### src/hdl/mini12_pkg.sv
// Shared types for the mini12 accumulator processor
// Word types, datapath action codes and the structs between blocks
`default_nettype none

package mini12_pkg;

  typedef logic [11:0] word_t;   // One machine word
  typedef logic [11:0] addr_t;   // Word address
  typedef logic [2:0]  opcode_t; // Instruction bits 11 to 9

  localparam word_t HALT_WORD = 12'o7402;

  typedef enum logic [2:0] {
    AC_NC, AC_CLEAR, AC_AND, AC_TAD, AC_OPR
  } ac_op_e;

  typedef enum logic [2:0] {
    PC_NC, PC_P1, PC_P2, PC_EA, PC_EAP1
  } pc_op_e;

  typedef enum logic [1:0] {EA_NC, EA_DIRECT, EA_READ} ea_op_e;
  typedef enum logic [1:0] {MB_RD, MB_NC, MB_INC}      mb_op_e;
  typedef enum logic [1:0] {AD_NC, AD_PC, AD_EA}       ad_sel_e;
  typedef enum logic [1:0] {WD_AC, WD_MB, WD_PCP1}     wd_sel_e;

  typedef struct packed {
    ac_op_e  ac_op;
    pc_op_e  pc_op;
    ea_op_e  ea_op;
    mb_op_e  mb_op;
    ad_sel_e ad_sel;
    wd_sel_e wd_sel;
    logic    ir_load;
  } ctrl_t;

  typedef struct packed {
    word_t ir;
    logic  mb_zero;
    logic  mem_finished;
  } status_t;

  typedef struct packed {
    logic  read_enable;
    logic  write_enable;
    addr_t address;
    word_t write_data;
  } mem_req_t;

  typedef struct packed {
    word_t ac;
    logic  link;
    addr_t pc;
  } cpu_view_t;

endpackage

`default_nettype wire

### src/hdl/mini12_accumulator.sv
// Accumulator and link of the mini12 processor
// Logical AND, two's-complement add and the group-1 operate bits
`timescale 1ns/100ps
`default_nettype none

module mini12_accumulator (
  input  logic              clock,
  input  logic              resetN,
  input  mini12_pkg::ctrl_t ctrl,
  input  mini12_pkg::word_t mb,
  input  mini12_pkg::word_t ir,
  output mini12_pkg::word_t ac,
  output logic              link
);
  import mini12_pkg::*;

  word_t ac_next;
  logic  link_next;
  word_t opr_ac;
  logic  opr_link;
  logic  carry;

  // Group 1 applies clear, then complement, then increment
  always_comb begin
    opr_ac   = ir[7] ? '0 : ac;
    opr_link = ir[6] ? 1'b0 : link;
    if (ir[5]) opr_ac = ~opr_ac;
    if (ir[4]) opr_link = ~opr_link;
    carry = 1'b0;
    if (ir[0]) {carry, opr_ac} = {1'b0, opr_ac} + 13'd1;
    opr_link = opr_link ^ carry;
  end

  always_comb begin
    ac_next   = ac;
    link_next = link;
    unique case (ctrl.ac_op)
      AC_CLEAR: ac_next = '0;
      AC_AND:   ac_next = ac & mb;
      AC_TAD:   begin
        {link_next, ac_next} = {1'b0, ac} + {1'b0, mb};
        link_next = link_next ^ link; // Carry out flips the link
      end
      AC_OPR:   {link_next, ac_next} = {opr_link, opr_ac};
      default:  ;
    endcase
  end

  always_ff @(posedge clock or negedge resetN) begin
    if (!resetN) begin
      ac   <= '0;
      link <= 1'b0;
    end else begin
      ac   <= ac_next;
      link <= link_next;
    end
  end

endmodule

`default_nettype wire

### src/hdl/mini12_address_unit.sv
// Address side of the mini12 datapath
// Holds PC, IR, the effective address and the memory address register
`timescale 1ns/100ps
`default_nettype none

module mini12_address_unit #(
  parameter mini12_pkg::addr_t RESET_PC = '0
) (
  input  logic              clock,
  input  logic              resetN,
  input  mini12_pkg::ctrl_t ctrl,
  input  mini12_pkg::word_t read_data,
  output mini12_pkg::word_t ir,
  output mini12_pkg::addr_t pc,
  output mini12_pkg::addr_t address
);
  import mini12_pkg::*;

  addr_t ea;
  addr_t direct_ea;

  // Page zero when bit 7 is clear, otherwise the page of the instruction
  assign direct_ea = {(ir[7] ? pc[11:7] : 5'b0), ir[6:0]};

  always_ff @(posedge clock or negedge resetN) begin
    if (!resetN) begin
      pc      <= RESET_PC;
      ir      <= '0;
      ea      <= '0;
      address <= '0;
    end else begin
      if (ctrl.ir_load) ir <= read_data;
      unique case (ctrl.ea_op)
        EA_DIRECT: ea <= direct_ea;
        EA_READ:   ea <= read_data; // Pointer word
        default:   ;
      endcase
      unique case (ctrl.pc_op)
        PC_P1:   pc <= pc + 12'd1;
        PC_P2:   pc <= pc + 12'd2; // Skip taken
        PC_EA:   pc <= ea;
        PC_EAP1: pc <= ea + 12'd1;
        default: ;
      endcase
      unique case (ctrl.ad_sel)
        AD_PC:   address <= pc;
        AD_EA:   address <= ea;
        default: ;
      endcase
    end
  end

endmodule

`default_nettype wire

### src/hdl/mini12_controller.sv
// Control FSM of the mini12 processor
// Sequences fetch, effective address, decode and execute, one state per cycle
`timescale 1ns/100ps
`default_nettype none

module mini12_controller (
  input  logic                clock,
  input  logic                resetN,
  output mini12_pkg::ctrl_t   ctrl,
  input  mini12_pkg::status_t status,
  input  logic                run,
  output logic                read_enable,
  output logic                write_enable,
  output logic                halt
);
  import mini12_pkg::*;

  typedef enum logic [4:0] {
    S_INIT, S_IDLE, S_FETCH_1, S_FETCH_2, S_EA_DIR, S_EA_IND_1, S_EA_IND_2,
    S_DECODE, S_AND_1, S_AND_2, S_AND_3, S_TAD_1, S_TAD_2, S_TAD_3,
    S_ISZ_1, S_ISZ_2, S_ISZ_3, S_ISZ_4, S_ISZ_5, S_DCA_1, S_DCA_2, S_DCA_3,
    S_JMS_1, S_JMS_2, S_JMS_3, S_JMP_1, S_OPR_1, S_HALT
  } state_e;

  state_e  state, next_state;
  opcode_t opcode;

  assign opcode = status.ir[11:9];

  always_ff @(posedge clock or negedge resetN) begin
    if (!resetN) state <= S_INIT;
    else         state <= next_state;
  end

  always_comb begin
    next_state = state;
    unique case (state)
      S_INIT:     next_state = S_IDLE;
      S_IDLE:     if (run) next_state = S_FETCH_1;
      S_FETCH_1:  next_state = S_FETCH_2;
      S_FETCH_2:  if (status.mem_finished) next_state = S_EA_DIR;
      S_EA_DIR:   begin
        // Operate and IOT words never take the indirect read
        if (status.ir[8] && opcode < 3'o6) next_state = S_EA_IND_1;
        else                               next_state = S_DECODE;
      end
      S_EA_IND_1: next_state = S_EA_IND_2;
      S_EA_IND_2: if (status.mem_finished) next_state = S_DECODE;
      S_DECODE:   begin
        if (status.ir == HALT_WORD) next_state = S_HALT;
        else begin
          case (opcode)
            3'o0:    next_state = S_AND_1;
            3'o1:    next_state = S_TAD_1;
            3'o2:    next_state = S_ISZ_1;
            3'o3:    next_state = S_DCA_1;
            3'o4:    next_state = S_JMS_1;
            3'o5:    next_state = S_JMP_1;
            default: next_state = S_OPR_1;
          endcase
        end
      end
      S_AND_1:    next_state = S_AND_2;
      S_AND_2:    if (status.mem_finished) next_state = S_AND_3;
      S_TAD_1:    next_state = S_TAD_2;
      S_TAD_2:    if (status.mem_finished) next_state = S_TAD_3;
      S_ISZ_1:    next_state = S_ISZ_2;
      S_ISZ_2:    if (status.mem_finished) next_state = S_ISZ_3;
      S_ISZ_3:    next_state = S_ISZ_4;
      S_ISZ_4:    if (status.mem_finished) next_state = S_ISZ_5;
      S_DCA_1:    next_state = S_DCA_2;
      S_DCA_2:    if (status.mem_finished) next_state = S_DCA_3;
      S_JMS_1:    next_state = S_JMS_2;
      S_JMS_2:    if (status.mem_finished) next_state = S_JMS_3;
      S_AND_3, S_TAD_3, S_ISZ_5, S_DCA_3, S_JMS_3, S_JMP_1, S_OPR_1, S_HALT:
                  next_state = S_IDLE;
      default:    next_state = S_INIT;
    endcase
  end

  always_comb begin
    ctrl.ac_op   = AC_NC;
    ctrl.pc_op   = PC_NC;
    ctrl.ea_op   = EA_NC;
    ctrl.mb_op   = MB_RD;   // Buffer follows read data on completion
    ctrl.ad_sel  = AD_NC;
    ctrl.wd_sel  = WD_AC;
    ctrl.ir_load = 1'b0;
    read_enable  = 1'b0;
    write_enable = 1'b0;
    halt         = 1'b0;
    unique case (state)
      S_INIT:     ctrl.ac_op = AC_CLEAR;
      S_FETCH_1:  ctrl.ad_sel = AD_PC;
      S_FETCH_2:  begin
        read_enable  = 1'b1;
        ctrl.ir_load = status.mem_finished;
      end
      S_EA_DIR:   ctrl.ea_op = EA_DIRECT;
      S_EA_IND_1: ctrl.ad_sel = AD_EA;
      S_EA_IND_2: begin
        read_enable = 1'b1;
        if (status.mem_finished) ctrl.ea_op = EA_READ; // Pointer becomes the address
      end
      S_AND_1, S_TAD_1, S_ISZ_1, S_DCA_1, S_JMS_1:
                  ctrl.ad_sel = AD_EA;
      S_AND_2, S_TAD_2, S_ISZ_2:
                  read_enable = 1'b1;
      S_AND_3:    begin
        ctrl.ac_op = AC_AND;
        ctrl.pc_op = PC_P1;
      end
      S_TAD_3:    begin
        ctrl.ac_op = AC_TAD;
        ctrl.pc_op = PC_P1;
      end
      S_ISZ_3:    ctrl.mb_op = MB_INC;
      S_ISZ_4:    begin
        ctrl.mb_op   = MB_NC;   // Hold the count while it is written back
        ctrl.wd_sel  = WD_MB;
        write_enable = 1'b1;
      end
      S_ISZ_5:    begin
        ctrl.mb_op = MB_NC;
        ctrl.pc_op = status.mb_zero ? PC_P2 : PC_P1;
      end
      S_DCA_2:    write_enable = 1'b1;
      S_DCA_3:    begin
        ctrl.ac_op = AC_CLEAR;
        ctrl.pc_op = PC_P1;
      end
      S_JMS_2:    begin
        ctrl.wd_sel  = WD_PCP1; // Return address
        write_enable = 1'b1;
      end
      S_JMS_3:    ctrl.pc_op = PC_EAP1;
      S_JMP_1:    ctrl.pc_op = PC_EA;
      S_OPR_1:    begin
        if (opcode == 3'o7 && !status.ir[8]) ctrl.ac_op = AC_OPR; // Group 1 only
        ctrl.pc_op = PC_P1;
      end
      S_HALT:     halt = 1'b1;
      default:    ;
    endcase
  end

endmodule

`default_nettype wire

### src/hdl/mini12_cpu.sv
// Top level of the mini12 processor
// Connects the control FSM to the three datapath blocks and the memory port
`timescale 1ns/100ps
`default_nettype none

module mini12_cpu #(
  parameter mini12_pkg::addr_t RESET_PC = 12'o0200
) (
  input  logic                  clock,
  input  logic                  resetN,
  input  logic                  run,
  input  mini12_pkg::word_t     read_data,
  input  logic                  mem_finished,
  output mini12_pkg::mem_req_t  mem,
  output mini12_pkg::cpu_view_t view,
  output logic                  halt
);
  import mini12_pkg::*;

  ctrl_t   ctrl;
  status_t status;
  word_t   ir, mb, ac, write_data;
  addr_t   pc, address;
  logic    link, mb_zero, read_enable, write_enable;

  assign status = '{ir: ir, mb_zero: mb_zero, mem_finished: mem_finished};
  assign mem    = '{read_enable: read_enable, write_enable: write_enable,
                    address: address, write_data: write_data};
  assign view   = '{ac: ac, link: link, pc: pc};

  mini12_controller u_controller (.clock, .resetN, .ctrl, .status, .run,
                                  .read_enable, .write_enable, .halt);

  mini12_address_unit #(.RESET_PC(RESET_PC)) u_address_unit (
    .clock, .resetN, .ctrl, .read_data, .ir, .pc, .address);

  mini12_memory_buffer u_memory_buffer (.clock, .resetN, .ctrl, .read_data,
                                        .mem_finished, .ac, .pc, .mb, .mb_zero,
                                        .write_data);

  mini12_accumulator u_accumulator (.clock, .resetN, .ctrl, .mb, .ir, .ac, .link);

endmodule

`default_nettype wire

### src/hdl/mini12_memory_buffer.sv
// Memory buffer of the mini12 datapath
// Captures read data, increments for ISZ and selects the write data
`timescale 1ns/100ps
`default_nettype none

module mini12_memory_buffer (
  input  logic              clock,
  input  logic              resetN,
  input  mini12_pkg::ctrl_t ctrl,
  input  mini12_pkg::word_t read_data,
  input  logic              mem_finished,
  input  mini12_pkg::word_t ac,
  input  mini12_pkg::addr_t pc,
  output mini12_pkg::word_t mb,
  output logic              mb_zero,
  output mini12_pkg::word_t write_data
);
  import mini12_pkg::*;

  always_ff @(posedge clock or negedge resetN) begin
    if (!resetN) mb <= '0;
    else begin
      unique case (ctrl.mb_op)
        MB_RD:   if (mem_finished) mb <= read_data; // Data valid only on completion
        MB_INC:  mb <= mb + 12'd1;
        default: ;
      endcase
    end
  end

  assign mb_zero = (mb == '0);

  always_comb begin
    unique case (ctrl.wd_sel)
      WD_MB:   write_data = mb;
      WD_PCP1: write_data = word_t'(pc + 12'd1);
      default: write_data = ac;
    endcase
  end

endmodule

`default_nettype wire

### config.mk
export PLATFORM = sky130hd
export DESIGN_NAME = mini12_cpu
export DESIGN_NICKNAME = d
export VERILOG_FILES = /design/src/hdl/mini12_pkg.sv /design/src/hdl/mini12_accumulator.sv /design/src/hdl/mini12_address_unit.sv /design/src/hdl/mini12_controller.sv /design/src/hdl/mini12_cpu.sv /design/src/hdl/mini12_memory_buffer.sv
export SDC_FILE = /design/constraint.sdc
export NUM_CORES = 1
export LEC_CHECK = 0
export ABC_AREA = 1
export ABC_CLOCK_PERIOD_IN_PS = 2700
export BUFFER_PORTS_ARGS = -buffer_cell sky130_fd_sc_hd__buf_2
export CAP_MARGIN = 40
export CORE_ASPECT_RATIO = 2
export CORE_MARGIN = 1
export CORE_UTILIZATION = 35
export DETAILED_ROUTE_END_ITERATION = 7
export PLACE_DENSITY = 0.48
export SYNTH_ARGS = -nofsm -noshare
export SYNTH_HDL_FRONTEND = slang
export SYNTH_SLANG_ARGS = --single-unit
### constraint.sdc
create_clock -name clock -period 2.7 [get_ports clock]
set_input_delay 0.27 -clock clock [delete_from_list [all_inputs] [get_ports clock]]
set_output_delay 0.27 -clock clock [all_outputs]
set_load 0.01 [all_outputs]
==> flow_summary.toml, run 1 <==
[logic_synthesis]
muxShareOfSynthArea_pct = 0
synth-edff-count = 0
synth_compound_area_share_pct = 15.2
synth_top_family_by_area = "simple AND/OR/NAND/NOR gates"
synthesis.nets = 1051
yosys.area_share.simple_pct = 37.0
synthTopCellsByArea = "dfrtp_1 (30%), nand2_1 (16%), nand3_1 (7.1%)"
ys_types = 45
netlist_area_mm2 = 0.00653
synth_area_leader_cell = "dfrtp_1"
synth_warnings = 0
syn_area_per_cell_um2 = 6.45
ys.flop_type = "dfrtp_1"
synthCells = 1012
synth_top_area_share_pct = 29.5
synthAdderAreaFrac_pct = 4.53
seq_area_frac_synth_pct = 29.9
async_flop_share_pct = 100
synth_xor_area_share_pct = 3.76
ys_ff_latch = 78

[outcome]
violations = "design-rule violations"
outcome = "complete, but fails checks"

[cells_and_area]
fin_util_pct = 41.4
final_area_mm2 = 0.00758
drive_above_1_share_pct = 15.2
syn2layout_area_growth_pct = 16.2
nets = 1132
n_fill_cell = 2045
n_antenna_cell = 0
instances_no_fill = 1313

[die]
core_area_mm2 = 0.0183
die_h_um = 195
ios = 68
die_area_mm2 = 0.0192
start_util_pct = 35.6
chipWidth_um = 98.5
rows = 70

[routing]
first_pass_iters = 8
drt-initial-drc-count = 324
wire_per_inst_um = 20.1
vias_per_cell = 5.38
antenna_left = 0
drc_errors = 3
vias = 7062
wl_um = 26400

[power]
ir_worst_vdd_mv = 0.530
p_leak_nw = 3.75
power_w = 0.00727
p_per_area_mw_per_mm2 = 960

[critical_path]
end_kind = "primary output"
cp.arrival_ns = 2.29
crit_type = "flop to primary output"
required_ns = 2.43
cp-start-kind = "flop"
critPathMaxFanout = 12

[sta]
hold_viol_final = 0
fin_crit_sh_pct = 94.9
worstMarginPinSlew_ns = 0.611
skew_ns = 0.0109
period_minus_slack_ns = 2.56
slew_viol_final = 0
setup_violations = 0
tns_ns = 0
max_freq_mhz = 390
relSlewSlack_pct = 59.0
rsz0062_at_grt = "no"

[clock_network]
clkLatencyLatePin_ns = 0.36
cts.sinks = 78
clockRootBuffer = "clkbuf_16"
cts_buffers = 9
h-tree-depth = 3
clkSlewWorstSetupHoldPaths_ns = 0.07
cts_tree = "built"
cts_max_path_buffers = 2

[global_route]
grt.total_usage_pct = 28.5
antenna_found_initial = 0
grt_first_pass_wirelength_um = 40600
grt_pass1_vias = 7321
grt_overflow_total = 0
grt_max_degree = 42

[place]
portBuffers = 67
dpl_cell_area_mm2 = 0.00723
gp_routability_congestion = 1.01
post-place-cells = 1296
dpl.hpwl_um = 21700

[hold_path]
hold_class = "input pin to flop"

[flow_run]
maxCapViolations = 0
==> logic make-up (layout without fill, tap and decap cells) <==
| logic type | count (synthesis) | in the layout |
|---|---|---|
| and+or+nand+nor | 547 | 547 |
| AOI/OAI and AO/OA | 180 | 180 |
| buffers and inverters | 156 | 241 |
| DFF | 78 | 78 |
| xor gates and xnor gates | 28 | 28 |
| adders and majority gates | 23 | 23 |
==> final cells by class <==
class                      instances  area (µm²)  area share, %
clock buffer                      12         256           3.38
clock inverter                     3        43.8          0.578
inverter                         125         473           6.24
multi-input combinational        778        3970           52.4
sequential                        78        1960           25.8
tap                              216         270           3.57
timing repair buffer             100         601           7.92
timing repair inverter             1        7.51         0.0990
==> layer usage <==
layer  wire length, µm  GRT usage (%)
met4              2010           20.9
met5                 0              0
met2             14700           56.9
met1              8900           25.9
met3               830           2.61
==> cells in the final DEF (no fill, tap or decap), types with 2 or more instances in the layout <==
cell / synthesis / layout
nand2_1: 281 / 280
inv_1: 103 / 102
nor2_1: 97 / 97
nand3_1: 92 / 92
dfrtp_1: 77 / 75
o21ai_0: 68 / 66
buf_2: 11 / 66
a21oi_1: 42 / 41
o21ai_1: 33 / 35
buf_4: 4 / 32
nand4_1: 27 / 27
xor2_1: 26 / 26
inv_2: 21 / 21
ha_1: 22 / 21
nor3_1: 18 / 18
o211ai_1: 11 / 11
clkbuf_16: 0 / 9
nor2_2: 7 / 7
o22ai_1: 7 / 7
or2_2: 5 / 5
a211oi_1: 5 / 5
nand3b_1: 4 / 4
nand2_2: 2 / 3
nor3_2: 4 / 3
o221ai_1: 3 / 3
o2111ai_1: 3 / 3
clkinvlp_4: 0 / 2
a22oi_1: 2 / 2
xnor2_1: 2 / 2
nand3_2: 3 / 2
nand3b_4: 2 / 2
clkbuf_8: 0 / 2
dfrtp_2: 0 / 2
==> path summary, 6_finish.rpt <==
| kind | start | end | slack, ns | cells after the start |
|---|---|---|---|---|
| hold / removal | read_data[4] | u_address_unit.ir[4] | 0.19 | 3 |
| hold reg to reg | u_address_unit.address[6] | u_address_unit.address[6] | 0.48 | 2 |
| setup reg to reg | u_address_unit.ir[7] | u_accumulator.ac[8] | 0.44 | 13 |
| min in group asynchronous | resetN | u_accumulator.ac[4] | 0.46 | 2 |
| max in group asynchronous | resetN | u_address_unit.pc[7] | 1.53 | 3 |
| setup / recovery | u_controller.state[3] | mem[5] | 0.14 | 9 |
==> what timing repair did <==
item	4_1_cts	5_1_grt
gates cloned	0	1
endpoints found under the hold margin	37	0
hold buffers	1	0
setup buffers	0	0
setup endpoints to repair	1	12
gates resized for setup	1	10
==> critical path: stages, from the launching register on <==
cell	delay, ns
dfrtp_1	0.42
inv_2	0.09
nand2_1	0.09
nor2_1	0.16
nand2_2	0.12
ha_2	0.43
buf_4	0.22
a21oi_1	0.07
a21oi_2	0.18
buf_2	0.15
==> report_power, final <==
group	total [W]	switching, W	internal (W)
Clock	0.00130	0.000539	0.000764
Combinational	0.00382	0.00257	0.00125
Sequential	0.00215	0.000528	0.00162
Total	0.00727	0.00364	0.00363
==> registers in the layout, indices dropped and copies added, names as in the netlist <==
register                count
u_accumulator.ac           12
u_accumulator.link          1
u_address_unit.address     12
u_address_unit.ea          12
u_address_unit.ir          12
u_address_unit.pc          12
u_controller.state          5
u_memory_buffer.mb         12
==> cell usage after synthesis, drive strengths merged (3+ instances only) <==
cell type / instances
o21ai: 101
clkbuf: 15
nand3b: 6
ha: 22
o211ai: 11
o221ai: 3
buf: 16
o2111ai: 3
dfrtp: 77
nor3: 22
a21oi: 42
inv: 124
xor2: 26
a211oi: 5
nand2: 283
o22ai: 7
nand3: 95
nor2: 106
nand4: 27
or2: 5
==> stage by stage <==
stage | setup WS, ns | hold slack (ns)
after floorplan | 0.608 | -0.0256
after global placement | 0.348 | 0.309
after detailed placement | 0.322 | 0.309
after CTS | 0.0117 | 0.188
after global routing | 0.00598 | 0.216
final | 0.139 | 0.193
Power figures use the tool's default switching activity.
==> run 2: changes to the inputs <==
CORE_UTILIZATION = 40   (was 35)
PLACE_DENSITY = 0.54   (was 0.48)
SYNTH_HIERARCHICAL = 1   (was unset)
==> flow_summary.toml, run 2 <==
[clock_network]
clockRootBuffer = "clkbuf_16"
clkSlewWorstSetupHoldPaths_ns = 0.06
cts_buffers = 9
clkLatencyLatePin_ns = 0.35
cts.sinks = 78
cts_max_path_buffers = 2
h-tree-depth = 3
cts_tree = "built"

[critical_path]
worstPathCellList = "inv_1, nor2_4, buf_6, nand2_4, nor2_4, buf_6, inv_1, ha_1, buf_4, a21oi_1, a21oi_1, buf_2"
required_ns = 2.43
slowest_delay_ns = 0.40
reg2reg_depth = 12
slowest_stage = "dfrtp_2"
cp-start-kind = "flop"
cp.depth = 12
critPathBufInv = 6
critical-path-top-delay-family = "buffers and inverters"
crit_type = "flop to primary output"
rrSetupSlack_ns = 0.14
cp.arrival_ns = 2.32
end_kind = "primary output"
critPathMaxFanout = 12

[logic_synthesis]
ys_types = 50
netlist_area_mm2 = 0.00700
synthTopCellsByArea = "dfrtp_1 (28%), nand2_1 (17%), nand3_1 (7.9%)"
seq_area_frac_synth_pct = 27.9
synth_compound_area_share_pct = 15.4
synth_top_area_share_pct = 27.5
synth_top_family_by_area = "simple AND/OR/NAND/NOR gates"
ys_top_cells_by_count = "nand2_1 (313), inv_1 (114), nand3_1 (111), nor2_1 (103), o21ai_0 (78)"
synth_xor_area_share_pct = 0.751
synth-edff-count = 0
synth_warnings = 6
synth_area_leader_cell = "dfrtp_1"
ys.flop_type = "dfrtp_1"
syn_area_per_cell_um2 = 6.45
async_flop_share_pct = 100
synthesis.nets = 1124
synthCells = 1085
yosysMostFrequentCell = "nand2_1"
muxShareOfSynthArea_pct = 0.644
ys_ff_latch = 78
yosys.area_share.simple_pct = 41.7
synthAdderAreaFrac_pct = 4.22

[sta]
relSlewSlack_pct = 49.1
max_freq_mhz = 386
finalHoldWorstSlack_ns = 0.168
fin_crit_sh_pct = 96.0
hold_viol_final = 0
skew_ns = 0.00805
period_minus_slack_ns = 2.59
setup_violations = 0
slew_viol_final = 0
worstMarginPinSlew_ns = 0.755
rsz0062_at_grt = "yes"

[die]
chipWidth_um = 95.5
start_util_pct = 40.7
rows = 68
core_area_mm2 = 0.0172
die_area_mm2 = 0.0181
die_h_um = 189
ios = 68

[place]
gp_routability_congestion = 0.948
portBuffers = 67
post-place-cells = 1388
dpl.hpwl_um = 21100

[cells_and_area]
nets = 1233
final_common_cell = "nand2_1"
syn2layout_area_growth_pct = 18.9
n_fill_cell = 1881
n_antenna_cell = 0
final_cell_mix = "nand2_1 (313), inv_1 (113), nand3_1 (110)"
drive_above_1_share_pct = 20.1
instances_no_fill = 1409

[global_route]
grt_overflow_total = 0
grt_first_pass_wirelength_um = 41000
grt.total_usage_pct = 30.9
antenna_found_initial = 0
grt_pass1_vias = 7784
grt_max_degree = 41

[routing]
first_pass_iters = 5
wl_um = 26500
drc_errors = 0
vias = 7671
drt-initial-drc-count = 362
vias_per_cell = 5.44
antenna_left = 0
wire_per_inst_um = 18.8

[power]
p_per_area_mw_per_mm2 = 1070
ir_worst_vdd_mv = 0.592
power_w = 0.00891
p_leak_nw = 4.25

[hold_path]
hold_class = "input pin to flop"
hold_depth = 3

[flow_run]
maxCapViolations = 0

[outcome]
outcome = "finished, final reports clean"
## run 2: changes by cell type in the layout (fill, tap and decap cells not counted), moves of 14 or more
| cell | change |
|---|---|
| nand3_1 | +18 |
| a21oi_1 | +19 |
| buf_4 | +22 |
| nand2_1 | +33 |
| xor2_1 | -22 |
| nor2_4 | +14 |
| o21ai_1 | -26 |
## run 2: power breakdown
| part | internal (W) | total, W | switching, W | leakage [nW] |
|---|---|---|---|---|
| clock | 0.000809 | 0.00133 | 0.000524 | 0.152 |
| sequential | 0.00167 | 0.00232 | 0.000656 | 0.959 |
| combinational | 0.00179 | 0.00526 | 0.00347 | 3.13 |
## run 2: worst paths after layout
kind / from / end
worst max-delay path: u_controller/state[2] / mem[5]
worst min-delay path: read_data[6] / u_address_unit/ir[6]
worst max register to register: u_memory_buffer/mb[4] / u_address_unit/pc[4]
worst min register to register: u_address_unit/address[10] / u_address_unit/address[10]
max in group asynchronous: resetN / u_address_unit/pc[7]
min in group asynchronous: resetN / u_accumulator/ac[1]
## run 2: layer usage
metal  part of all wire (%)  vias to the layer above  GRT usage [%]
li1                       -                     3807              -
met1                     33                     3532           28.7
met2                     54                      217           56.6
met3                    3.1                      115           3.69
met4                    9.3                        0           27.0
met5                      0                        -              0
## run 2: metrics by stage
| step | cell area (µm²) | TNS [ns] | setup WS, ns | utilization, % |
|---|---|---|---|---|
| floorplan | 7000 | 0 | 0.132 | - |
| global placement | 7880 | 0 | 0.0331 | 45.8 |
| detailed placement | 7880 | -0.0420 | -0.0233 | 45.8 |
| CTS | 8220 | -0.0139 | -0.0139 | 47.9 |
| global route | 8320 | -0.0587 | -0.0260 | 48.4 |
| finish | 8320 | 0 | 0.109 | 48.4 |
## run 2: cell type report
| class | count | area, µm² | area share (%) |
|---|---|---|---|
| flip-flops and latches | 78 | 1960 | 23.5 |
| clock buffers | 10 | 229 | 2.75 |
| repair buffers | 127 | 840 | 10.1 |
| well taps | 210 | 263 | 3.16 |
| clock inverters | 6 | 86.3 | 1.04 |
| inverters | 127 | 484 | 5.82 |
| multi-input cells | 851 | 4460 | 53.6 |
## run 2: logic make-up (layout without fill, tap and decap cells)
group | Yosys count | count (layout)
AOI/OAI and AO/OA | 190 | 190
xor gates and xnor gates | 6 | 6
adders and majority gates | 23 | 23
buffers and inverters | 157 | 270
DFF | 78 | 78
muxes | 4 | 4
and+or+nand+nor | 627 | 628
## run 2: worst reg2reg max path: cells and delay by family, from the launching register on
| family | cells | cell delay (ns) |
|---|---|---|
| compound gates | 3 | 0.49 |
| flops | 1 | 0.39 |
| simple gates | 5 | 0.95 |
| buf+inv | 4 | 0.59 |
## run 2: repair_timing
item | in CTS | in global routing
buffers inserted | 1 | 2
setup endpoints to repair | 14 | 23
gates cloned | 0 | 1
hold buffers | 1 | 0
gates resized for setup | 4 | 25
endpoints found under the hold margin | 38 | 0
pin swaps | 1 | 7
